**config.mk**
```make
export PLATFORM = sky130hd
export DESIGN_NAME = writeback_flat
export DESIGN_NICKNAME = d
export VERILOG_FILES = /design/src/source/pcore_pkg.sv /design/src/source/mem2wb_if.sv /design/src/source/writeback.sv /design/src/flat_wrapper.sv
export SDC_FILE = /design/constraint.sdc
export NUM_CORES = 1
export LEC_CHECK = 0
export ABC_CLOCK_PERIOD_IN_PS = 2800
export BUFFER_PORTS_ARGS = -buffer_cell sky130_fd_sc_hd__buf_2
export CAP_MARGIN = 0
export CORE_MARGIN = 4
export CORE_UTILIZATION = 50
export DETAILED_ROUTE_END_ITERATION = 16
export PLACE_DENSITY = 0.85
export SYNTH_ARGS = -nofsm -noshare
export SYNTH_HDL_FRONTEND = slang
export SYNTH_SLANG_ARGS = --single-unit
```
**constraint.sdc**
```tcl
create_clock -name clk -period 2.8 [get_ports clk]
set_clock_uncertainty 0.2 [all_clocks]
set_input_delay 0.28 -clock clk [delete_from_list [all_inputs] [get_ports clk]]
set_output_delay 0.28 -clock clk [all_outputs]
set_load 0.01 [all_outputs]
```
**src/source/pcore_pkg.sv**
```systemverilog
package pcore_pkg;

   // Datapath widths
   localparam int XLEN      = 32;
   localparam int RF_ADDR_W = 5;
   localparam int MEM_OPS_W = 4;
   localparam int WB_SEL_W  = 2;

   // Data memory geometry, word indexed by addr[9:2]
   localparam int DMEM_WORDS = 256;
   localparam int DMEM_IDX_W = $clog2(DMEM_WORDS);

   // Memory-op codes
   // Stores keep bits 3 and 2 clear, loads set one of them
   localparam logic [MEM_OPS_W-1:0] MEM_OPS_NONE = 4'd0;
   localparam logic [MEM_OPS_W-1:0] MEM_OPS_SB   = 4'd1;
   localparam logic [MEM_OPS_W-1:0] MEM_OPS_SH   = 4'd2;
   localparam logic [MEM_OPS_W-1:0] MEM_OPS_SW   = 4'd3;
   localparam logic [MEM_OPS_W-1:0] MEM_OPS_LB   = 4'd4;
   localparam logic [MEM_OPS_W-1:0] MEM_OPS_LH   = 4'd5;
   localparam logic [MEM_OPS_W-1:0] MEM_OPS_LW   = 4'd6;
   localparam logic [MEM_OPS_W-1:0] MEM_OPS_LBU  = 4'd8;
   localparam logic [MEM_OPS_W-1:0] MEM_OPS_LHU  = 4'd9;

   // Writeback source select
   localparam logic [WB_SEL_W-1:0] WB_SEL_ALU  = 2'd0;
   localparam logic [WB_SEL_W-1:0] WB_SEL_LOAD = 2'd1;
   localparam logic [WB_SEL_W-1:0] WB_SEL_PC4  = 2'd2;

   // Loaded word, already shifted down to lane 0 by the memory
   typedef union packed {
      logic [3:0][7:0]  bytes;    // LB / LBU view
      logic [1:0][15:0] halves;   // LH / LHU view
   } load_word_u;

   // Store codes only
   function automatic logic mem_op_is_store(input logic [MEM_OPS_W-1:0] op);
      return (op == MEM_OPS_SB) || (op == MEM_OPS_SH) || (op == MEM_OPS_SW);
   endfunction

   // Defined load codes only, undefined codes behave as none
   function automatic logic mem_op_is_load(input logic [MEM_OPS_W-1:0] op);
      logic hit;
      hit = 1'b0;
      case (op)
         MEM_OPS_LB, MEM_OPS_LH, MEM_OPS_LW, MEM_OPS_LBU, MEM_OPS_LHU: hit = 1'b1;
         default: hit = 1'b0;
      endcase
      return hit;
   endfunction

endpackage : pcore_pkg

```
**src/source/mem2wb_if.sv**
```systemverilog
`timescale 1ns/1ps

interface mem2wb_if;
   import pcore_pkg::*;

   logic [XLEN-1:0]      alu_result;
   logic [XLEN-1:0]      pc;
   logic [RF_ADDR_W-1:0] rd_addr;
   logic [XLEN-1:0]      dmem_data;
   logic [MEM_OPS_W-1:0] load_ops;    // Needed for load extension
   logic [WB_SEL_W-1:0]  rd_wb_sel;
   logic                 rd_wr_req;

   modport src_mp (
      output alu_result, pc, rd_addr, dmem_data,
      output load_ops, rd_wb_sel, rd_wr_req
   );

   modport dst_mp (
      input alu_result, pc, rd_addr, dmem_data,
      input load_ops, rd_wb_sel, rd_wr_req
   );

endinterface : mem2wb_if

```
**src/source/writeback.sv**
```systemverilog
`timescale 1ns/1ps

module writeback (
   input  logic                            clk,
   input  logic                            rst_n_i,
   mem2wb_if.dst_mp                        wb,
   output logic                            rf_wr_o,
   output logic [pcore_pkg::RF_ADDR_W-1:0] rf_addr_o,
   output logic [pcore_pkg::XLEN-1:0]      rf_data_o
);
   import pcore_pkg::*;

   logic [XLEN-1:0]      alu_result_q;
   logic [XLEN-1:0]      pc_q;
   logic [RF_ADDR_W-1:0] rd_addr_q;
   logic [XLEN-1:0]      dmem_data_q;
   logic [MEM_OPS_W-1:0] load_ops_q;
   logic [WB_SEL_W-1:0]  rd_wb_sel_q;
   logic                 rd_wr_req_q;

   load_word_u           ld_word;
   logic [XLEN-1:0]      load_ext;

   // MEM/WB pipeline register
   always_ff @(posedge clk or negedge rst_n_i) begin
      if (!rst_n_i) begin
         alu_result_q <= '0;
         pc_q         <= '0;
         rd_addr_q    <= '0;
         dmem_data_q  <= '0;
         load_ops_q   <= MEM_OPS_NONE;
         rd_wb_sel_q  <= WB_SEL_ALU;
         rd_wr_req_q  <= 1'b0;
      end else begin
         alu_result_q <= wb.alu_result;
         pc_q         <= wb.pc;
         rd_addr_q    <= wb.rd_addr;
         dmem_data_q  <= wb.dmem_data;
         load_ops_q   <= wb.load_ops;
         rd_wb_sel_q  <= wb.rd_wb_sel;
         rd_wr_req_q  <= wb.rd_wr_req;
      end
   end

   assign ld_word = dmem_data_q;

   // Sign or zero extension of the lane 0 data
   always_comb begin
      case (load_ops_q)
         MEM_OPS_LB:  load_ext = {{(XLEN-8){ld_word.bytes[0][7]}}, ld_word.bytes[0]};
         MEM_OPS_LBU: load_ext = {{(XLEN-8){1'b0}}, ld_word.bytes[0]};
         MEM_OPS_LH:  load_ext = {{(XLEN-16){ld_word.halves[0][15]}}, ld_word.halves[0]};
         MEM_OPS_LHU: load_ext = {{(XLEN-16){1'b0}}, ld_word.halves[0]};
         default:     load_ext = ld_word;   // LW passes the whole word
      endcase
   end

   // Writeback source
   always_comb begin
      case (rd_wb_sel_q)
         WB_SEL_LOAD: rf_data_o = load_ext;
         WB_SEL_PC4:  rf_data_o = pc_q + XLEN'(4);   // Link address
         default:     rf_data_o = alu_result_q;
      endcase
   end

   // x0 is never written
   assign rf_wr_o   = rd_wr_req_q & (|rd_addr_q);
   assign rf_addr_o = rd_addr_q;

endmodule : writeback

```
**src/flat_wrapper.sv**
```systemverilog
// flat-port wrapper written by rule: the top's interface ports become plain ports
module writeback_flat import pcore_pkg::*;
  (clk, rst_n_i, rf_wr_o, rf_addr_o, rf_data_o, wb_alu_result, wb_pc, wb_rd_addr, wb_dmem_data, wb_load_ops, wb_rd_wb_sel, wb_rd_wr_req);
  mem2wb_if wb_i ();
  input  logic clk;
  input  logic rst_n_i;
  output logic rf_wr_o;
  output logic [pcore_pkg::RF_ADDR_W-1:0] rf_addr_o;
  output logic [pcore_pkg::XLEN-1:0] rf_data_o;
  input wire logic [$bits(wb_i.alu_result)-1:0] wb_alu_result;
  input wire logic [$bits(wb_i.pc)-1:0] wb_pc;
  input wire logic [$bits(wb_i.rd_addr)-1:0] wb_rd_addr;
  input wire logic [$bits(wb_i.dmem_data)-1:0] wb_dmem_data;
  input wire logic [$bits(wb_i.load_ops)-1:0] wb_load_ops;
  input wire logic [$bits(wb_i.rd_wb_sel)-1:0] wb_rd_wb_sel;
  input wire logic [$bits(wb_i.rd_wr_req)-1:0] wb_rd_wr_req;
  assign wb_i.alu_result = wb_alu_result;
  assign wb_i.pc = wb_pc;
  assign wb_i.rd_addr = wb_rd_addr;
  assign wb_i.dmem_data = wb_dmem_data;
  assign wb_i.load_ops = wb_load_ops;
  assign wb_i.rd_wb_sel = wb_rd_wb_sel;
  assign wb_i.rd_wr_req = wb_rd_wr_req;
  writeback u_core (.clk(clk), .rst_n_i(rst_n_i), .wb(wb_i), .rf_wr_o(rf_wr_o), .rf_addr_o(rf_addr_o), .rf_data_o(rf_data_o));
endmodule
```
# Yosys cells after proc, flatten, opt, wreduce, memory -nomap -nowiden

Cells that the tools add are included.

Register bits after elaboration: 108
Input port bits: 110
Output and inout port bits: 38
Logic and storage cells: 18

$add $sub $neg: 1
Eq/ne operators: 6
Multiplexer cells: 2
Bitwise operators: 1
Reduce and logical (&&, ||, !) cells: 1

Operator list:

| kind                  | count |
|---|---|
| $pmux 32 s4           | 1 |
| $pmux 32 s2           | 1 |
| $add 32x3->32 const B | 1 |
| $eq 4x3->1 const B    | 2 |
| $eq 4x4->1 const B    | 2 |
| $reduce_or 5->1       | 1 |
| $eq 2x1->1 const B    | 1 |
| $eq 2x2->1 const B    | 1 |
| $and 1x1->1           | 1 |

# Logic depth before layout (Yosys ltp)

Depth in word-level cells: 3
Mapped depth: 8
Mapped depth without buffers: 6

# Worst setup path before layout

Ideal clock, no wire load.

Path kind: reg-to-output
From: register u_core.rd_wb_sel_q[1]
To: output port rf_data_o[23] (netlist name)
Arrival time: 1773 ps
Required time: 2320 ps
Path slack: 547 ps
Cell stages (with the launch flop): 9
Path buffers: 2
Cell sequence: dfrtp_1 inv_1 ha_1 clkbuf_1 o21ai_0 a31oi_1 clkbuf_1 o21ai_0 a31oi_1

Longest elaborated chain between the ends: 2
Elaborated cells between the ends (all ways): 3
Classes of those cells: eq/ne (2); mux (1)

RTL lines:

| item                                            | line              | text |
|---|---|---|
| start, declared                                 | writeback.sv:18   | `logic [WB_SEL_W-1:0] rd_wb_sel_q;` |
| start signal, assigned                          | writeback.sv:40   | `rd_wb_sel_q <= wb.rd_wb_sel;` |
| $eq 2x2->1 / $eq 2x1->1 (equally long branches) | writeback.sv:60   | `case (rd_wb_sel_q)` |
| $pmux 32 s2 *                                   | writeback.sv:60   |  |
| end, declared                                   | flat_wrapper.sv:9 | `output logic [pcore_pkg::XLEN-1:0] rf_data_o;` |

Mark *: on every way between the ends. The rest lies on a longest branch, timed or not.

# Final worst setup path

From: register u_core.pc_q[3]
To: output port rf_data_o[24] (netlist name)

Longest elaborated chain between the ends: 2

RTL lines:

| item                   | line            | text |
|---|---|---|
| start, declared        | writeback.sv:14 | `logic [XLEN-1:0] pc_q;` |
| start signal, assigned | writeback.sv:36 | `pc_q <= wb.pc;` |
| $add 32x3->32          | writeback.sv:62 | `WB_SEL_PC4: rf_data_o = pc_q + XLEN'(4);` |
| $pmux 32 s2            | writeback.sv:60 |  |

Every way passes these cells.

==> impl_metrics.tcl <==
set metrics [dict create \
    status "finished, final reports clean" \
    p_per_area_nw_per_um2 489.0 \
    ys_types 44 \
    numPortBuffers 147 \
    drv_cap 0 \
    path_clk_slew_ns 0.10 \
    cp_slowest_cell "dfrtp_1" \
    drt-total-wl_um 14120 \
    clock_path_buffers 2 \
    startpoint "u_core.pc_q[3]" \
    synthArstFlopShare_pct 100.0 \
    drt-vias-per-instance 5.406 \
    setup_viol 0 \
    final_layout_size_suffix_gt1_share_pct 32.05 \
    die_h_um 100.8 \
    coreArea_sq_um 8299 \
    fmax_mhz 369.1 \
    htree_levels 3 \
    cts_buffers 9 \
    cts-root-buf "clkbuf_8" \
    place.gp.congestion 0.9101 \
    grt_use_total_pct 29.05 \
    cp-start-kind "register" \
    fin_crit_sh_pct 96.76 \
    synth_seq_cells 108 \
    p_leak_nw 2.954 \
    synth_nets 472 \
    layoutNonFillerInstCount 726 \
    hold_path_class "in2async" \
    synth_edf_count 0 \
    fp.dieW_um 100.8 \
    irDropWorstVdd_mv 0.3114 \
    grt_max_degree 55 \
    cp_data_arrival_time_ns 2.23 \
    cts_sinks 108 \
    tightestPinTransition_ns 0.6081 \
    setup_ws_ns 0.09081 \
    grt_pass1_wl_um 22250 \
    crit_path_max_incr_delay_ns 0.42 \
    core.rowCount 33 \
    maxSlewHeadroom_pct 59.46 \
    num_antenna_cells 0 \
    end_kind "primary output" \
    syn_inst 358 \
    cts_tree "done" \
    required_ns 2.32 \
    path_cells "ha_1, and4_1, nand2_1, nor3_2, xnor2_1, o221ai_1, buf_2" \
    ys_seq_area_share_pct 62.77 \
    routedWlPerCell_um 19.45 \
    synth_ff_type "dfrtp_1" \
    fin_setup_tns_ns 0 \
    worstSetupPathType "reg2out" \
    nets 730 \
    pre_cts_ws_ns 0.4947 \
    ys_warn_count 0 \
    finalHoldViolations 0 \
    vias 3925 \
    start_util_pct 51.88 \
    min_period_ns 2.709 \
    dpl-instance-area_sq_um 5149 \
    grt_overflow 0 \
    remaining_drc_errors 0 \
    antenna_found_initial 0 \
    synth_area_sq_um 4305 \
    cp-endpoint "rf_data_o[24]" \
    drt_iter0_drc 208 \
    place_hpwl_um 8560 \
    die_area_sq_um 10160 \
    syn_to_final_growth_pct 50.42 \
    boundaryPins 148 \
    antenna_left 0 \
    stdcell_area_sq_um 6476 \
    critPathTopFamily "simple AND/OR/NAND/NOR gates" \
    placed_cells 601 \
    first_global_vias 4244 \
    syn_area_per_cell_sq_um 12.03 \
    rsz0062_at_grt "no" \
    worst-path-max-fanout 4 \
    critical_path_depth 7 \
    first_pass_iters 5 \
    final_util_pct 78.03 \
    slew_viol_final 0 \
    path_buf_inv 1 \
]
==> worst min path at each step <==
stage	start	endpoint	slack, ns	cells past startpoint
5_1_grt	rst_n_i	u_core.dmem_data_q[5]	0.29	2
3_3_place_gp	rst_n_i	u_core.alu_result_q[5]	0.12	1
3_5_place_dp	rst_n_i	u_core.alu_result_q[5]	0.12	1
2_1_floorplan	rst_n_i	u_core.alu_result_q[0]	-0.22	0
4_1_cts	rst_n_i	u_core.alu_result_q[5]	0.26	2
6_report	rst_n_i	u_core.dmem_data_q[5]	0.24	2
==> report_power, final <==
group	switching (W)	internal [W]
sequential	0.0000591	0.00164
combinational	0.000277	0.000278
clock	0.000550	0.000365
==> flip-flops by register name, indices dropped and copies added (netlist names) <==
signal               flops
u_core.alu_result_q     32
u_core.dmem_data_q      32
u_core.pc_q             32
u_core.rf_addr_o         5
u_core.load_ops_q        4
u_core.rd_wb_sel_q       2
u_core.rd_wr_req_q       1
==> area by class of cell <==
type / instances / area, sq um
clock buffers: 10 / 137.6
clock inverters: 6 / 53.80
fillers: 468 / 1823
inverters: 13 / 48.80
multi-input cells: 220 / 1493
flip-flops and latches: 108 / 2710
well taps: 105 / 131.4
repair buffers: 264 / 1902
==> stage by stage <==
stage | hold slack [ns] | total power (W)
after floorplan | -0.2156 | 0.001906
after global placement | 0.1181 | 0.002119
after detailed placement | 0.1249 | 0.002135
after CTS | 0.2592 | 0.003151
after global routing | 0.2903 | 0.003298
final | 0.2438 | 0.003167
==> synthesized netlist by cell type (3+ instances only) <==
master | count | area (sq um)
a31oi_1 | 3 | 18.77
ha_1 | 4 | 50.05
o221ai_1 | 15 | 131.4
nor3_1 | 6 | 30.03
nor2_1 | 8 | 30.03
dfrtp_1 | 108 | 2703
a22oi_1 | 8 | 60.06
nand4_1 | 5 | 31.28
clkbuf_1 | 11 | 41.29
a221oi_1 | 5 | 43.79
xnor2_1 | 19 | 166.4
nand2_1 | 49 | 183.9
nor4_1 | 4 | 25.02
a21oi_1 | 13 | 65.06
and4_1 | 6 | 52.55
inv_1 | 13 | 48.80
nand3_1 | 7 | 35.03
o21ai_0 | 34 | 170.2
xor2_1 | 8 | 70.07
==> what timing repair did <==
| item | in CTS | in global routing |
|---|---|---|
| buffers inserted | 0 | 0 |
| hold endpoints to repair | 152 | 0 |
| endpoints found under the setup margin | 0 | 11 |
| resized for setup | 0 | 17 |
| hold buffers | 109 | 0 |
==> placed cells by master, fill, tap and decap left out, types with 3 or more instances in the layout <==
cell | Yosys | final
nand4_1 | 5 | 5
a31oi_1 | 3 | 3
o21ai_0 | 34 | 33
buf_4 | 1 | 8
and4_1 | 6 | 4
inv_1 | 13 | 13
nor3_1 | 6 | 5
xor2_1 | 8 | 8
dlygate4sd3_1 | 0 | 109
clkbuf_8 | 2 | 10
a22oi_1 | 8 | 8
a221oi_1 | 5 | 4
dfrtp_2 | 0 | 6
nand3_1 | 7 | 7
nand2_1 | 49 | 49
a21oi_1 | 13 | 13
buf_2 | 1 | 146
nor2_1 | 8 | 7
o221ai_1 | 15 | 15
xnor2_1 | 19 | 19
dfrtp_1 | 108 | 102
==> layer usage <==
metal / routed length (um) / track usage, % / vias up
li1: - / - / 1781
met1: 5272 / 33.83 / 1871
met2: 7376 / 53.22 / 240
met3: 1148 / 7.336 / 33
met4: 326 / 7.254 / 0
met5: 0 / 0 / -
==> kinds of logic (layout without fill, tap and decap cells) <==
group | Yosys count | count (layout) | share of synthesized area [%]
flops | 108 | 108 | 62.77
simple gates | 103 | 103 | 14.04
compound gates | 85 | 85 | 12.82
buf+inv | 30 | 293 | 3.487
xor+xnor | 27 | 27 | 5.493
fa+ha+maj | 4 | 4 | 1.162
mux | 1 | 1 | 0.2325
Note: power is estimated with default switching activity, not from simulation.
