### src/source/pcore_pkg.sv
package pcore_pkg;

   // Datapath widths
   localparam int XLEN      = 32;
   localparam int RF_ADDR_W = 5;
   localparam int MEM_OPS_W = 4;
   localparam int WB_SEL_W  = 2;

   // Data memory geometry, word indexed by addr[9:2]
   localparam int DMEM_WORDS = 256;
   localparam int DMEM_IDX_W = $clog2(DMEM_WORDS);

   // Memory-op codes
   // Stores keep bits 3 and 2 clear, loads set one of them
   localparam logic [MEM_OPS_W-1:0] MEM_OPS_NONE = 4'd0;
   localparam logic [MEM_OPS_W-1:0] MEM_OPS_SB   = 4'd1;
   localparam logic [MEM_OPS_W-1:0] MEM_OPS_SH   = 4'd2;
   localparam logic [MEM_OPS_W-1:0] MEM_OPS_SW   = 4'd3;
   localparam logic [MEM_OPS_W-1:0] MEM_OPS_LB   = 4'd4;
   localparam logic [MEM_OPS_W-1:0] MEM_OPS_LH   = 4'd5;
   localparam logic [MEM_OPS_W-1:0] MEM_OPS_LW   = 4'd6;
   localparam logic [MEM_OPS_W-1:0] MEM_OPS_LBU  = 4'd8;
   localparam logic [MEM_OPS_W-1:0] MEM_OPS_LHU  = 4'd9;

   // Writeback source select
   localparam logic [WB_SEL_W-1:0] WB_SEL_ALU  = 2'd0;
   localparam logic [WB_SEL_W-1:0] WB_SEL_LOAD = 2'd1;
   localparam logic [WB_SEL_W-1:0] WB_SEL_PC4  = 2'd2;

   // Loaded word, already shifted down to lane 0 by the memory
   typedef union packed {
      logic [3:0][7:0]  bytes;    // LB / LBU view
      logic [1:0][15:0] halves;   // LH / LHU view
   } load_word_u;

   // Store codes only
   function automatic logic mem_op_is_store(input logic [MEM_OPS_W-1:0] op);
      return (op == MEM_OPS_SB) || (op == MEM_OPS_SH) || (op == MEM_OPS_SW);
   endfunction

   // Defined load codes only, undefined codes behave as none
   function automatic logic mem_op_is_load(input logic [MEM_OPS_W-1:0] op);
      logic hit;
      hit = 1'b0;
      case (op)
         MEM_OPS_LB, MEM_OPS_LH, MEM_OPS_LW, MEM_OPS_LBU, MEM_OPS_LHU: hit = 1'b1;
         default: hit = 1'b0;
      endcase
      return hit;
   endfunction

endpackage : pcore_pkg

### src/source/dmem_if.sv
`timescale 1ns/1ps

interface dmem_if;
   import pcore_pkg::*;

   logic [XLEN-1:0] addr;
   logic [XLEN-1:0] wdata;
   logic            cs_n;    // Request valid while low
   logic            wr_n;    // Store while low
   logic [3:0]      mask;    // Right-aligned byte enables
   logic [XLEN-1:0] rdata;   // Lane 0 aligned, same cycle

   // Memory stage side
   modport mem_mp (
      output addr, wdata, cs_n, wr_n, mask,
      input  rdata
   );

   // Data memory side
   modport dmem_mp (
      input  addr, wdata, cs_n, wr_n, mask,
      output rdata
   );

endinterface : dmem_if

### src/source/mem2wb_if.sv
`timescale 1ns/1ps

interface mem2wb_if;
   import pcore_pkg::*;

   logic [XLEN-1:0]      alu_result;
   logic [XLEN-1:0]      pc;
   logic [RF_ADDR_W-1:0] rd_addr;
   logic [XLEN-1:0]      dmem_data;
   logic [MEM_OPS_W-1:0] load_ops;    // Needed for load extension
   logic [WB_SEL_W-1:0]  rd_wb_sel;
   logic                 rd_wr_req;

   modport src_mp (
      output alu_result, pc, rd_addr, dmem_data,
      output load_ops, rd_wb_sel, rd_wr_req
   );

   modport dst_mp (
      input alu_result, pc, rd_addr, dmem_data,
      input load_ops, rd_wb_sel, rd_wr_req
   );

endinterface : mem2wb_if

### src/source/memory.sv
`timescale 1ns/1ps

module memory (
   input  logic [pcore_pkg::XLEN-1:0]      exe_alu_result_i,
   input  logic [pcore_pkg::XLEN-1:0]      exe_rs2_data_i,
   input  logic [pcore_pkg::XLEN-1:0]      exe_pc_i,
   input  logic [pcore_pkg::XLEN-1:0]      exe_instr_i,
   input  logic [pcore_pkg::MEM_OPS_W-1:0] exe_mem_ops_i,
   input  logic [pcore_pkg::WB_SEL_W-1:0]  exe_rd_wb_sel_i,
   input  logic                            exe_rd_wr_req_i,
   dmem_if.mem_mp                          dmem,
   mem2wb_if.src_mp                        wb
);
   import pcore_pkg::*;

   logic is_store;
   logic is_load;

   assign is_store = mem_op_is_store(exe_mem_ops_i);
   assign is_load  = mem_op_is_load(exe_mem_ops_i);

   // Request to the data memory
   assign dmem.addr  = exe_alu_result_i;   // Effective address from execute
   assign dmem.wdata = exe_rs2_data_i;
   assign dmem.cs_n  = ~(is_store | is_load);
   assign dmem.wr_n  = ~is_store;

   // Byte mask by access size
   always_comb begin
      case (exe_mem_ops_i)
         MEM_OPS_SB, MEM_OPS_LB, MEM_OPS_LBU: begin
            dmem.mask = 4'b0001;
         end
         MEM_OPS_SH, MEM_OPS_LH, MEM_OPS_LHU: begin
            dmem.mask = 4'b0011;
         end
         MEM_OPS_SW, MEM_OPS_LW: begin
            dmem.mask = 4'b1111;
         end
         default: dmem.mask = 4'b0000;   // None and undefined codes
      endcase
   end

   // Fields carried to writeback
   assign wb.alu_result = exe_alu_result_i;
   assign wb.pc         = exe_pc_i;
   assign wb.rd_addr    = exe_instr_i[11:7];
   assign wb.dmem_data  = dmem.rdata;
   assign wb.load_ops   = exe_mem_ops_i;
   assign wb.rd_wb_sel  = exe_rd_wb_sel_i;
   assign wb.rd_wr_req  = exe_rd_wr_req_i;

endmodule : memory

### src/flat_wrapper.sv
// flat-port wrapper written by rule: the top's interface ports become plain ports
module memory_flat import pcore_pkg::*;
  (exe_alu_result_i, exe_rs2_data_i, exe_pc_i, exe_instr_i, exe_mem_ops_i, exe_rd_wb_sel_i, exe_rd_wr_req_i, dmem_addr, dmem_wdata, dmem_cs_n, dmem_wr_n, dmem_mask, dmem_rdata, wb_alu_result, wb_pc, wb_rd_addr, wb_dmem_data, wb_load_ops, wb_rd_wb_sel, wb_rd_wr_req);
  dmem_if dmem_i ();
  mem2wb_if wb_i ();
  input  logic [pcore_pkg::XLEN-1:0] exe_alu_result_i;
  input  logic [pcore_pkg::XLEN-1:0] exe_rs2_data_i;
  input  logic [pcore_pkg::XLEN-1:0] exe_pc_i;
  input  logic [pcore_pkg::XLEN-1:0] exe_instr_i;
  input  logic [pcore_pkg::MEM_OPS_W-1:0] exe_mem_ops_i;
  input  logic [pcore_pkg::WB_SEL_W-1:0] exe_rd_wb_sel_i;
  input  logic exe_rd_wr_req_i;
  output wire logic [$bits(dmem_i.addr)-1:0] dmem_addr;
  output wire logic [$bits(dmem_i.wdata)-1:0] dmem_wdata;
  output wire logic [$bits(dmem_i.cs_n)-1:0] dmem_cs_n;
  output wire logic [$bits(dmem_i.wr_n)-1:0] dmem_wr_n;
  output wire logic [$bits(dmem_i.mask)-1:0] dmem_mask;
  input wire logic [$bits(dmem_i.rdata)-1:0] dmem_rdata;
  output wire logic [$bits(wb_i.alu_result)-1:0] wb_alu_result;
  output wire logic [$bits(wb_i.pc)-1:0] wb_pc;
  output wire logic [$bits(wb_i.rd_addr)-1:0] wb_rd_addr;
  output wire logic [$bits(wb_i.dmem_data)-1:0] wb_dmem_data;
  output wire logic [$bits(wb_i.load_ops)-1:0] wb_load_ops;
  output wire logic [$bits(wb_i.rd_wb_sel)-1:0] wb_rd_wb_sel;
  output wire logic [$bits(wb_i.rd_wr_req)-1:0] wb_rd_wr_req;
  assign dmem_addr = dmem_i.addr;
  assign dmem_wdata = dmem_i.wdata;
  assign dmem_cs_n = dmem_i.cs_n;
  assign dmem_wr_n = dmem_i.wr_n;
  assign dmem_mask = dmem_i.mask;
  assign dmem_i.rdata = dmem_rdata;
  assign wb_alu_result = wb_i.alu_result;
  assign wb_pc = wb_i.pc;
  assign wb_rd_addr = wb_i.rd_addr;
  assign wb_dmem_data = wb_i.dmem_data;
  assign wb_load_ops = wb_i.load_ops;
  assign wb_rd_wb_sel = wb_i.rd_wb_sel;
  assign wb_rd_wr_req = wb_i.rd_wr_req;
  memory u_core (.exe_alu_result_i(exe_alu_result_i), .exe_rs2_data_i(exe_rs2_data_i), .exe_pc_i(exe_pc_i), .exe_instr_i(exe_instr_i), .exe_mem_ops_i(exe_mem_ops_i), .exe_rd_wb_sel_i(exe_rd_wb_sel_i), .exe_rd_wr_req_i(exe_rd_wr_req_i), .dmem(dmem_i), .wb(wb_i));
endmodule
### config.mk
export PLATFORM = sky130hd
export DESIGN_NAME = memory_flat
export DESIGN_NICKNAME = d
export VERILOG_FILES = /design/src/source/pcore_pkg.sv /design/src/source/dmem_if.sv /design/src/source/mem2wb_if.sv /design/src/source/memory.sv /design/src/flat_wrapper.sv
export SDC_FILE = /design/constraint.sdc
export NUM_CORES = 1
export LEC_CHECK = 0
export BUFFER_PORTS_ARGS = -buffer_cell sky130_fd_sc_hd__clkbuf_2
export CAP_MARGIN = 20
export CORE_AREA = 3 3 134 136
export DETAILED_ROUTE_END_ITERATION = 8
export DIE_AREA = 0 0 137 139
export SETUP_SLACK_MARGIN = 0.4
export SYNTH_ARGS = -nofsm -noshare
export SYNTH_HDL_FRONTEND = slang
export SYNTH_SLANG_ARGS = --single-unit
### constraint.sdc
create_clock -name vclk -period 2
set_input_delay 0.4 -clock vclk [all_inputs]
set_output_delay 0.4 -clock vclk [all_outputs]
set_load 0.01 [all_outputs]
# [Word level (Yosys, flattened, before mapping)]
# Memory sizes are Yosys's and may differ from the RTL's.
# Index checks and enable logic that the tools add are counted.
[op_classes] n_eq_ne=8 mux=1 n_bitwise=3 n_reduce_logical=3
[op_table] operator="$eq 4x3->1 const B" n=3
[op_table] operator="$eq 4x2->1 const B" n=2
[op_table] operator="$eq 4x4->1 const B" n=2
[op_table] operator="$reduce_or 5->1" n=1
[op_table] operator="$eq 4x1->1 const B" n=1
[op_table] operator="$logic_or 1x1->1" n=2
[op_table] operator="$not 1->1" n=2
[op_table] operator="$mux 1" n=1
[op_table] operator="$or 1x1->1" n=1
[totals] ff_bits=0 rom_bits=64 inputBits=167 output_inout_bits=178 elab_cells=16 memories=1
[mem_list] memory="(name not given)" depth=16 width=4 read_ports=1 rd_clocked_by_memory_dff=0 write_ports=0 line_no="memory.sv:30" text="case (exe_mem_ops_i)"

# [Logic depth before layout (Yosys ltp)]
# Gate-level depths: netlist of run 1.
[logic_depth] word_depth=5 depth_mapped=5 ltp_nobuf=5

# [Worst setup path before layout of run 1]
# OpenSTA, ideal clock, no wires.
[synth_path] path_type="input to output" from="input port exe_mem_ops_i[0] (netlist name)" to="output port dmem_mask[3]" t_arrival_ns=1.090 t_required_ns=1.600 path_slack_ns=0.510 stages=5 path_buffers=1 cell_sequence="inv_1 ha_1 mux2i_1 nor2_1 buf_4"
[synth_between] elab_chain_cells=1
[synth_lines] item="from (decl)" line_no="flat_wrapper.sv:10" text="input logic [pcore_pkg::MEM_OPS_W-1:0] exe_mem_ops_i;"
[synth_lines] item="$mem_v2 16x4"
[synth_lines] item="to (decl)" line_no="flat_wrapper.sv:17" text="output wire logic [$bits(dmem_i.mask)-1:0] dmem_mask;"
# No other way between the ends.

# [Worst setup path after layout of run 1]
[layout_path] from="input port exe_mem_ops_i[0] (netlist name)" to="output port dmem_cs_n"
[layout_between] elab_chain_cells=5 word_cells_on_any_way=14 classes_between="eq/ne: 8; mux: 1; bitwise: 2; reduce/logical: 3"
[layout_lines] item="$eq 4x3->1, or another cell as far along" line_no="pcore_pkg.sv:45" text="case (op)"
[layout_lines] item="$reduce_or 5->1 / $logic_or 1x1->1 (equally long branches)" line_no="pcore_pkg.sv:45, pcore_pkg.sv:38"
[layout_lines] item="$mux 1 / $logic_or 1x1->1 (equally long branches)" line_no="pcore_pkg.sv:45, pcore_pkg.sv:38"
[layout_lines] item="$or 1x1->1 *" line_no="memory.sv:25" text="assign dmem.cs_n = ~(is_store | is_load);"
[layout_lines] item="$not 1->1 *" line_no="memory.sv:25"
[layout_lines] item="to (decl)" line_no="flat_wrapper.sv:15" text="output wire logic [$bits(dmem_i.cs_n)-1:0] dmem_cs_n;"
# Mark *: on every way between the ends. The rest lies on a longest branch, timed or not.

==> results by stage, run 1 <==
STA:
- Of the available clock period, the critical path in the final layout requires 82.82%.
- The count of endpoints failing setup in the final report is 0.
- Setup repair after global routing could not meet its margin everywhere.
- The final number of max-transition violations came to 0.
- Adding up every negative setup slack in the final design gives 0 ns.
- The number of endpoints with negative hold slack in the final report is 0.
- Static timing analysis puts the maximum clock frequency at a little over 600 MHz.
- The relative slew slack is between 80% and 90%.
- The routed design could run at a clock period as short as 1.656 ns.
- At the pin with the least slew margin, the transition time is about 0.23 ns.

Worst setup path:
- By startpoint and endpoint, the worst setup path is classified as input port to primary output.
- Traced cell by cell, the critical path runs through clkbuf_16 -> ha_2 -> nor3_4 -> a22oi_2 -> nand2_1 -> clkbuf_8.
- The element type at the critical path start is an input port.
- The cell with the largest stage delay on the worst path is ha_2.
- On the critical path the largest part of the delay comes from buffers and inverters.
- The worst setup path is captured at a primary output.
- The maximum net fanout on the critical path is 6.
- The largest single stage delay on the critical path is approximately 0.20 ns.
- Data arrives at the worst endpoint at 1.26 ns.
- The required time of the worst setup path is 1.60 ns.
- Counting both buffers and inverters, the worst setup path holds a total of 2.

Power and ir drop:
- The maximum vdd ir drop is 0.00004394 V.
- Of the total power, registers draw 0%.
- Summed over all cells, the static leakage comes to 0.0002123 uW.
- The switching portion of total power is 49.22%.
- Per report_power, the clock group accounts for 0% of the total.
- The internal power is 49.61 uW.
- The combinational group share of total power is 100.0%.
- The switching power summed over all nets is 48.09 uW.
- Power spread over the standard cell area amounts to between 100 and 150 nW/um^2.

Global routing:
- The maximum number of pins on one net before global-route repair is 9.
- For met1 alone, demand over resource in global routing was around 1.0%.
- The layer with the highest usage is met4.
- The global-route track usage on met2 is 3.796%.
- Summed over all layers, the global routing overflow is 0.
- The number of global-route vias before repair is between 500 and 600.
- The global routing met3 resource utilization is 4.173%.
- The initial antenna violation count was 0.
- The global-route usage over all layers is 3.330%.
- The first global-routing pass estimated between 4000 and 5000 um of wire.

Synth:
- Each instance of the synthesized netlist takes up on average 7.602 um^2.
- The share of the Yosys chip area taken by registers is 0%.
- The main combinational cell family by area after synthesis is buffers and inverters.
- During synthesis, Yosys emitted a total of 0 warnings.
- Of the total synthesized cell area, the portion taken by AND, OR, NAND and NOR gates is 2.481%.
- The area fraction of the dominant cell type after synthesis is 85.86%.
- Synthesis produced a netlist whose cell count is 199.
- In the post-synthesis netlist, the biggest area contributors are buf_4 86%, ha_1 5.8%, mux2i_1 1.3%.
- The post-synthesis mux area share is 2.316%.
- The complex-gate fraction of the synthesized area is 2.068%.
- The synthesized-area fraction occupied by xor and xnor cells is 0%.
- The netlist area before placement is 1513 um^2.
- The post-synthesis adder-cell area fraction is 5.790%.
- The netlist uses 14 different library cells.
- The number of nets handed over by synthesis was 373.
- The biggest area consumer among synthesized cells is buf_4.

Layout:
- In the final layout, flip-flops and latches occupy 0 um^2.
- Relative to the synthesized area, the layout overhead comes to -53.85%.
- The number of nets in the layout is between 200 and 250.
- The number of diodes added for antenna fixing is 0.
- The final layout contains a sequential cell count of 0.
- The final core utilization is under 10%.
- The clock buffers instantiated in the layout total 0.
- Cells with a size suffix above 1 make up around two thirds of the layout.

Min path:
- The tightest min-delay check is of the input port to primary output type.

Placed design:
- Detailed placement finished with a half-perimeter wire length of 3104 um.
- The congestion estimate from routability-driven global placement came to 0.5811.
- The count of port buffers added during placement is 14.

Detailed routing:
- The routed via count is 464.
- The remaining number of nets flagged by the antenna check after routing is 0.
- For this block, the initial DRC count from the detailed router was 26.
- Dividing the detail-routed wire length by the instance count gives 14.00 um.
- The number of vias per cell is 1.738.
- The final routed DRC violation total is 0.
- The aggregate routed wire length is approximately 3700 um.
- The number of iterations in the first detailed-routing pass is 3.

Flow run:
- Max-cap violations in this run came to 0.

Floorplanning:
- The initialized floorplan defines 48 standard-cell rows.
- In this run the horizontal extent of the chip is 137 um.
- The floorplan core area is 17,060 um^2.
- around 350 I/O pins were placed.
- The floorplan step defined a die boundary enclosing between 15,000 and 20,000 um^2.
- The floorplan die height is between 100 and 150 um.
- The starting density of the core is under 10%.

Run status:
- The flow ran to the end, and the final reports show no timing, DRC or antenna violations.

Clocking:
- After clock tree synthesis, the flow added hold-fix buffers numbering 0.
[layer usage]
layer  vias up  part of all wire [%]
met5         -                     0
met4         0                    24
met3        80                    30
met2       122                    34
met1       141                    12
li1        121                     -
[kinds of logic (layout without fill, tap and decap cells)]
logic type | after synthesis | count (layout)
buf+inv | 177 | 20
simple gates | 8 | 8
fa+ha+maj | 7 | 7
compound gates | 4 | 4
mux | 3 | 3
[area by class of cell]
| cell class | count | area, um^2 |
|---|---|---|
| fill | 2048 | 16360 |
| inverter | 3 | 21.27 |
| multi-input combinational | 22 | 242.7 |
| tap | 225 | 281.5 |
| timing repair buffer | 17 | 152.6 |
[placed cells by master, fill, tap and decap left out]
cell type	n
ha_2	2
inv_1	1
nand2_1	1
clkbuf_8	2
buf_4	4
ha_4	2
nor2_1	3
mux2_4	1
clkbuf_2	7
o22ai_1	1
inv_8	1
inv_4	1
o22ai_2	1
nor3_2	1
clkbuf_16	2
o21ai_1	1
buf_2	2
nor3_4	1
mux2i_1	2
nand2b_1	2
ha_1	3
a22oi_2	1
[final timing paths]
kind / slack, ns / depth (start not counted) / endpoint / from
setup / recovery: 0.34 / 6 / dmem_cs_n / exe_mem_ops_i[0]
hold / removal: 0.80 / 0 / dmem_wdata[31] / exe_rs2_data_i[31]
[Yosys cell counts (all sizes together)]
| cell | number |
|---|---|
| o22ai | 2 |
| o21ai | 1 |
| buf | 174 |
| nor2 | 3 |
| a22oi | 1 |
| mux2i | 2 |
| nand2 | 1 |
| inv | 3 |
| nor3 | 2 |
| ha | 7 |
| nand2b | 2 |
| mux2 | 1 |
[what timing repair did]
action                     4_1_cts  5_1_grt
setup buffers                    2        0
setup endpoints to repair        6        6
gates resized for setup         21        8
pin swaps                        5        2
[power groups by stage]
stage	logic (uW)	registers (uW)	clock network (uW)
2_1_floorplan	390	0	0
3_3_place_gp	69.6	0	0
3_5_place_dp	69.8	0	0
4_1_cts	93.5	0	0
5_1_grt	109	0	0
6_report	97.7	0	0
[stage by stage]
stage | total power (uW) | cell area, um^2 | worst slack [ns] | hold slack, ns | std cells
3_5_place_dp | 69.82 | 561.8 | 0.09893 | 0.8001 | 265
2_1_floorplan | 390.4 | 1513 | 0.5100 | 0.8561 | 199
3_3_place_gp | 69.59 | 561.8 | 0.1000 | 0.8001 | 265
5_1_grt | 108.8 | 698.2 | 0.2738 | 0.8000 | 267
6_report | 97.70 | 698.2 | 0.3436 | 0.8000 | 267
4_1_cts | 93.50 | 679.4 | 0.3420 | 0.8001 | 267
Power figures use the tool's default switching activity.
==> inputs of run 2 (changes only) <==
==> constraint.sdc (replaced) <==
create_clock -name vclk -period 1.5
set_input_delay 0.3 -clock vclk [all_inputs]
set_output_delay 0.3 -clock vclk [all_outputs]
set_load 0.01 [all_outputs]
==> run 2 against run 1 <==
Total power grew 41%. Via count grew 7.1%. Combinational power grew 41%. Critical path depth is the same. Count of clock-buffer cells in the layout is the same. Cell count is the same. Global-route usage grew 0.060 points. Setup slack lost 0.26 ns.
==> results by stage, run 2 (synthesized netlist as in run 1, its figures left out) <==
Layout:
- The area taken by flip-flops and latches is 0 um^2 (unchanged).
- The sequential cell count is 0 (unchanged).
- The fill cell total of the finished layout was 2,046 (-0.098%).
- The number of nets in the layout is 218 (unchanged).
- Leaving out fill and tap cells, the most frequent cell in the layout is clkbuf_2.
- The area occupied by multi-input gates is 286.5 um^2 (+18%).
- The post-route cell area is 747.0 um^2 (+7.0%).
- The number of clock buffers in the layout was 0 (unchanged).
- The top cell types in the final layout, fill and taps aside, are 7 x clkbuf_2, 5 x ha_4, 4 x buf_2.
- The share of final-layout standard cells stronger than drive strength 1 is 71.43% (+4.8 points).
- Relative to the synthesized area, the layout overhead comes to -50.62%.
- The number of diodes added for antenna fixing is 0 (unchanged).

Placed design:
- The routability congestion estimate is 0.6008 (+3.4%).
- The count of port buffers added during placement is 14 (unchanged).
- The detailed placement HPWL is 3174 um (+2.3%).
- The placed cell area is 666.9 um^2 (+19%).

Detailed routing:
- The routed via count came to 497 (+7.1%).
- The violation count after the first detailed-routing iteration came to 13 (-50%).
- The routed length on met1 was 448 um (+1.8%).
- The routed wirelength normalized by instance count is 14.15 um (+1.1%).
- The length of routed met2 wiring is 1298 um (+3.6%).
- In this run the top signal layer used is met4.
- The met3 wirelength from detailed routing is 1375 um (+21%).
- The aggregate routed wire length was 3779 um (+1.1%).
- The number of iterations in the first detailed-routing pass is 2 (-1).
- The final routed DRC violation total was 0 (unchanged).
- The number of vias per cell is 1.861 (+7.1%).
- The remaining number of nets flagged by the antenna check after routing is 0 (unchanged).

Worst setup path:
- Among cell families on the critical path, the largest total delay comes from buffers and inverters.
- The count of buffer and inverter cells on the critical path is 3 (+1).
- The worst setup path is launched from an input port.
- The arrival time at the worst endpoint is 1.12 ns (-0.14 ns).
- The number of gates on the worst path with buffers counted is 6 (unchanged).
- The slowest stage of the critical path is the mux2_4 cell.
- The maximum cell stage delay along the critical path is 0.27 ns (+0.07 ns).
- The worst setup path is captured at a primary output.
- The maximum net fanout on the critical path is 5 (-1).
- The required time of the worst setup path was 1.20 ns (-0.40 ns).
- Traced cell by cell, the critical path runs through clkbuf_16 -> inv_16 -> ha_4 -> mux2_4 -> o22ai_4 -> buf_6.
- The critical path is of the input port to primary output type.

Min path:
- The worst min-delay path category is input port to primary output.
- The path with the worst hold slack has its endpoint at dmem_wdata[10].
- The number of stages on the worst hold path is 0 (unchanged).
- The worst hold path begins at exe_rs2_data_i[10].

STA:
- The final setup TNS came to 0 ns (unchanged).
- The peak clock frequency supported by timing is ~700 MHz.
- The final number of max-transition violations is 0 (unchanged).
- The relative slew slack is 88.23% (+3.9 points).
- Setup repair after global routing could not meet its margin everywhere.
- The transition at the pin with the smallest max-transition slack is 0.1717 ns (-0.06267 ns).
- The number of endpoints with negative hold slack in the final report came to 0 (unchanged).
- The count of endpoints failing setup in the final report is 0 (unchanged).
- The worst path in the final design needs a cycle of 1.415 ns, including I/O delays and setup.
- After layout, the worst path uses 94.34% of the clock period.

Power and ir drop:
- The static leakage is 0.0002186 uW (+3.0%).
- The total power per unit cell area was 184.4 nW/um^2 (+32%).
- The maximum vdd ir drop is 0.0001132 V (+160%).

Floorplanning:
- The floorplan core area is 17,060 um^2 (unchanged).
- The count of pins on the block boundary came to 345 (unchanged).
- The area of the die was 19,040 um^2 (unchanged).
- The total number of placement rows is 48 (unchanged).
- The floorplan die height is 139 um (unchanged).
- The die width is 137 um (unchanged).
- The starting density of the core is 8.869% (unchanged).

Global routing:
- The maximum number of pins on one net before global-route repair is 9 (unchanged).
- The global-route wire length before repair was 4698 um (+8.8%).
- The initial antenna violation count is 0 (unchanged).
- The global-route usage over all layers was 3.390% (+0.060 points).
- The number of global-route vias before repair is 550 (+8.3%).
- The total congestion overflow is 0 (unchanged).

Run status:
- The flow ran to the end, and the final reports show no timing, DRC or antenna violations.

Flow run:
- The max-capacitance violation count is 0 (unchanged).
-- run 2: metrics by stage --
| step | util [%] | cells | worst slack, ns | power (uW) | hold slack, ns |
|---|---|---|---|---|---|
| finish | 4.379 | 267 | 0.08492 | 137.7 | 0.6000 |
| global route | 4.379 | 267 | 0.03669 | 152.0 | 0.6000 |
| CTS | 4.211 | 267 | 0.06301 | 132.3 | 0.6001 |
| detailed placement | 3.910 | 267 | -0.1167 | 115.5 | 0.6001 |
| global placement | 3.910 | 267 | -0.1137 | 114.0 | 0.6001 |
| floorplan | - | 199 | 0.3583 | 538.1 | 0.6535 |
-- run 2: power by group --
part,switching (uW),internal (uW),total (uW)
sequential,0,0,0
clock,0,0,0
combinational,67.4,70.3,138
total,67.4,70.3,138
-- run 2: cell type report --
cell class                 instances  area share (%)
inverter                           3           5.360
multi-input combinational         22           38.36
tap                              225           37.69
timing repair buffer              17           18.59
-- run 2: worst max path at each step --
stage	slack, ns	endpoint	startpoint
floorplan	0.36	dmem_mask[3]	exe_mem_ops_i[0]
global placement	-0.11	dmem_cs_n	exe_mem_ops_i[0]
detailed placement	-0.12	dmem_cs_n	exe_mem_ops_i[0]
CTS	0.06	dmem_mask[0]	exe_mem_ops_i[0]
global route	0.04	dmem_cs_n	exe_mem_ops_i[0]
finish	0.08	dmem_mask[0]	exe_mem_ops_i[0]
-- run 2: repair_timing --
action,in CTS,in global routing
setup buffers,0,0
pin swaps,1,8
resized for setup,8,10
hold buffers,0,0
setup endpoints to repair,8,6
-- run 2: metal layers --
| layer | global-route usage [%] | up-vias |
|---|---|---|
| met4 | 5.620 | 0 |
| met2 | 3.641 | 143 |
| met1 | 1.378 | 152 |
| met3 | 5.298 | 80 |
| li1 | - | 122 |
| met5 | 0 | - |
==> inputs of run 3 (changes only) <==
--- a/config.mk
+++ b/config.mk
@@ -10,6 +10,7 @@
 export CORE_AREA = 3 3 134 136
 export DETAILED_ROUTE_END_ITERATION = 8
 export DIE_AREA = 0 0 137 139
+export PLACE_DENSITY = 0.42
 export SETUP_SLACK_MARGIN = 0.4
 export SYNTH_ARGS = -nofsm -noshare
 export SYNTH_HDL_FRONTEND = slang
==> run 3 against run 2 <==
Global-route usage fell by 0.73 points. Total power increased by 2.4%. Flip-flop and latch count is the same. Largest cell class unchanged. Highest routed layer unchanged.
==> results by stage, run 3 (synthesized netlist as in run 1, its figures left out) <==
Layout:
- The number of diodes added for antenna fixing is 0 (unchanged).
- The sequential cell count is 0 (unchanged).
- In the layout the commonest cells are 8 x clkbuf_2, 5 x ha_4, 3 x buf_2.
- The post-route cell area is 747.0 um^2 (unchanged).
- The area growth from synthesis to final layout is -50.62% (unchanged).
- The fill cell total of the finished layout was 2,051 (+0.24%).
- The share of final-layout standard cells stronger than drive strength 1 came to 75.61% (+4.2 points).
- The number of nets in the layout is 217 (-0.46%).
- The number of clock buffers in the layout is 0 (unchanged).
- The most frequent standard cell in the layout excluding fill and tap cells is clkbuf_2.
- The area taken by flip-flops and latches is 0 um^2 (unchanged).
- The final core utilization is 4.379% (unchanged).

Floorplanning:
- The floorplan die height is 139 um (unchanged).
- The starting density of the core is 8.869% (unchanged).
- The area of the die was 19,040 um^2 (unchanged).
- The count of pins on the block boundary was 345 (unchanged).
- The floorplan core area was 17,060 um^2 (unchanged).
- The die width is 137 um (unchanged).
- The total number of placement rows is 48 (unchanged).

Worst setup path:
- The maximum cell stage delay along the critical path is 0.27 ns (about the same).
- Among all stages on the critical path, the largest delay is contributed by mux2_4.
- The critical path ends at dmem_mask[0].
- The signal on the critical path passes through clkbuf_16 -> inv_16 -> ha_4 -> mux2_4 -> o22ai_4 -> buf_6.
- Broken down by cell family, the worst path's largest delay share belongs to buffers and inverters.
- The arrival time at the worst endpoint is 1.13 ns (about the same).
- The count of buffer and inverter cells on the critical path was 3 (unchanged).
- The required time of the worst setup path is 1.20 ns (about the same).
- The number of gates on the worst path with buffers counted is 6 (unchanged).
- The sort of element at the end of the critical path is a primary output.
- STA classifies the critical path startpoint as an input port.
- The maximum net fanout on the critical path came to 5 (unchanged).
- The critical path starts at exe_mem_ops_i[0].
- The setup path with the least slack is of type input port to primary output.

Placed design:
- The detailed placement HPWL is 2677 um (-16%).
- The setup slack after placement is -0.1322 ns (-0.01558 ns).
- The routability congestion estimate is 0.6698 (+11%).
- The count of port buffers added during placement is 14 (unchanged).
- The placed cell area is 659.4 um^2 (-1.1%).

STA:
- The relative slew slack is 88.17% (about the same).
- Setup repair after global routing could not meet its margin everywhere.
- The transition at the pin with the smallest max-transition slack is 0.1725 ns (+0.0008169 ns).
- The peak clock frequency supported by timing is 696.9 MHz (-1.4%).
- The final worst setup slack came to 0.06508 ns (-0.01985 ns).
- The worst hold-check slack is 0.6000 ns (unchanged).
- The ratio of final minimum period to clock period is 95.66% (+1.3 points).
- The count of endpoints failing setup in the final report is 0 (unchanged).
- The final number of max-transition violations is 0 (unchanged).
- The shortest clock period the worst path allows after layout is 1.435 ns (+0.01985 ns).
- The number of endpoints with negative hold slack in the final report is 0 (unchanged).

Power and ir drop:
- The static leakage is 0.0002105 uW (-3.7%).
- The maximum vdd ir drop is 0.0001341 V (+18%).
- The total power per unit cell area came to 188.8 nW/um^2 (+2.4%).
- The sum of internal, switching and leakage power is 141.0 uW (+2.4%).

Detailed routing:
- The aggregate routed wire length was 3168 um (-16%).
- The final routed DRC violation total is 0 (unchanged).
- The routed via count is 451 (-9.3%).
- The violation count after the first detailed-routing iteration is 2 (-11).
- The remaining number of nets flagged by the antenna check after routing is 0 (unchanged).
- The routed wirelength normalized by instance count is 11.91 um (-16%).
- The number of vias per cell is 1.695 (-8.9%).
- The number of iterations in the first detailed-routing pass came to 2 (unchanged).

Run status:
- The run finished with clean final reports.

Global routing:
- The global-route usage over all layers is 2.655% (-0.73 points).
- The global-route wire length before repair is 3684 um (-22%).
- The initial antenna violation count is 0 (unchanged).
- The maximum number of pins on one net before global-route repair came to 9 (unchanged).
- The number of global-route vias before repair is 514 (-6.5%).
- The total congestion overflow is 0 (unchanged).

Flow run:
- The max-capacitance violation count is 0 (unchanged).

Clocking:
- The number of buffers inserted for hold repair after clock tree synthesis is 0 (unchanged).
- The total setup buffers inserted after CTS came to 0 (unchanged).

Min path:
- The worst hold path belongs to the class input port to primary output.
==> run 3: changes by cell type in the layout (fill, tap and decap cells not counted), sizes merged <==
cell and delta:
clkbuf +1, buf -2
==> run 3: report_power, final <==
group	switching [uW]	internal, uW	total (uW)
Sequential	0	0	0
Combinational	71.0	70.0	141
Clock	0	0	0
Total	71.0	70.0	141
==> run 3: routing by layer <==
metal  share of wire [%]  vias up  track usage, %  wire (um)
met5                   0        -               0          0
met4                  18        0           4.622        570
met3                  31       69           3.157        971
met2                  40       95           3.744       1255
met1                  12      168          0.8311        370
li1                    -      119               -          -
==> run 3: repair_timing <==
item | in CTS | in global routing
pin swaps | 3 | 3
endpoints found under the setup margin | 8 | 6
gates resized for setup | 9 | 10
endpoints found under the hold margin | 0 | 0
==> run 3: metrics by stage <==
stage                     instances  TNS, ns
after detailed placement        266  -0.3255
final                           266        0
after global routing            266        0
after floorplan                 199        0
after CTS                       266        0
after global placement          266  -0.2874
==> run 3: how the worst min path moves through the flow <==
stage,slack [ns],start,to,cells after the start
final,0.60,exe_rs2_data_i[18],dmem_wdata[18],0
after global routing,0.60,exe_rs2_data_i[17],dmem_wdata[17],0
after CTS,0.60,exe_rs2_data_i[0],dmem_wdata[0],0
after detailed placement,0.60,exe_rs2_data_i[0],dmem_wdata[0],0
after global placement,0.60,exe_rs2_data_i[0],dmem_wdata[0],0
after floorplan,0.65,exe_mem_ops_i[2],dmem_mask[0],1
==> run 3: cell type report <==
cell class | count | area, um^2 | share of cell area, %
Multi-Input combinational cell | 22 | 294.0 | 39.36
Tap cell | 225 | 281.5 | 37.69
Timing Repair Buffer | 16 | 131.4 | 17.59
Inverter | 3 | 40.04 | 5.360
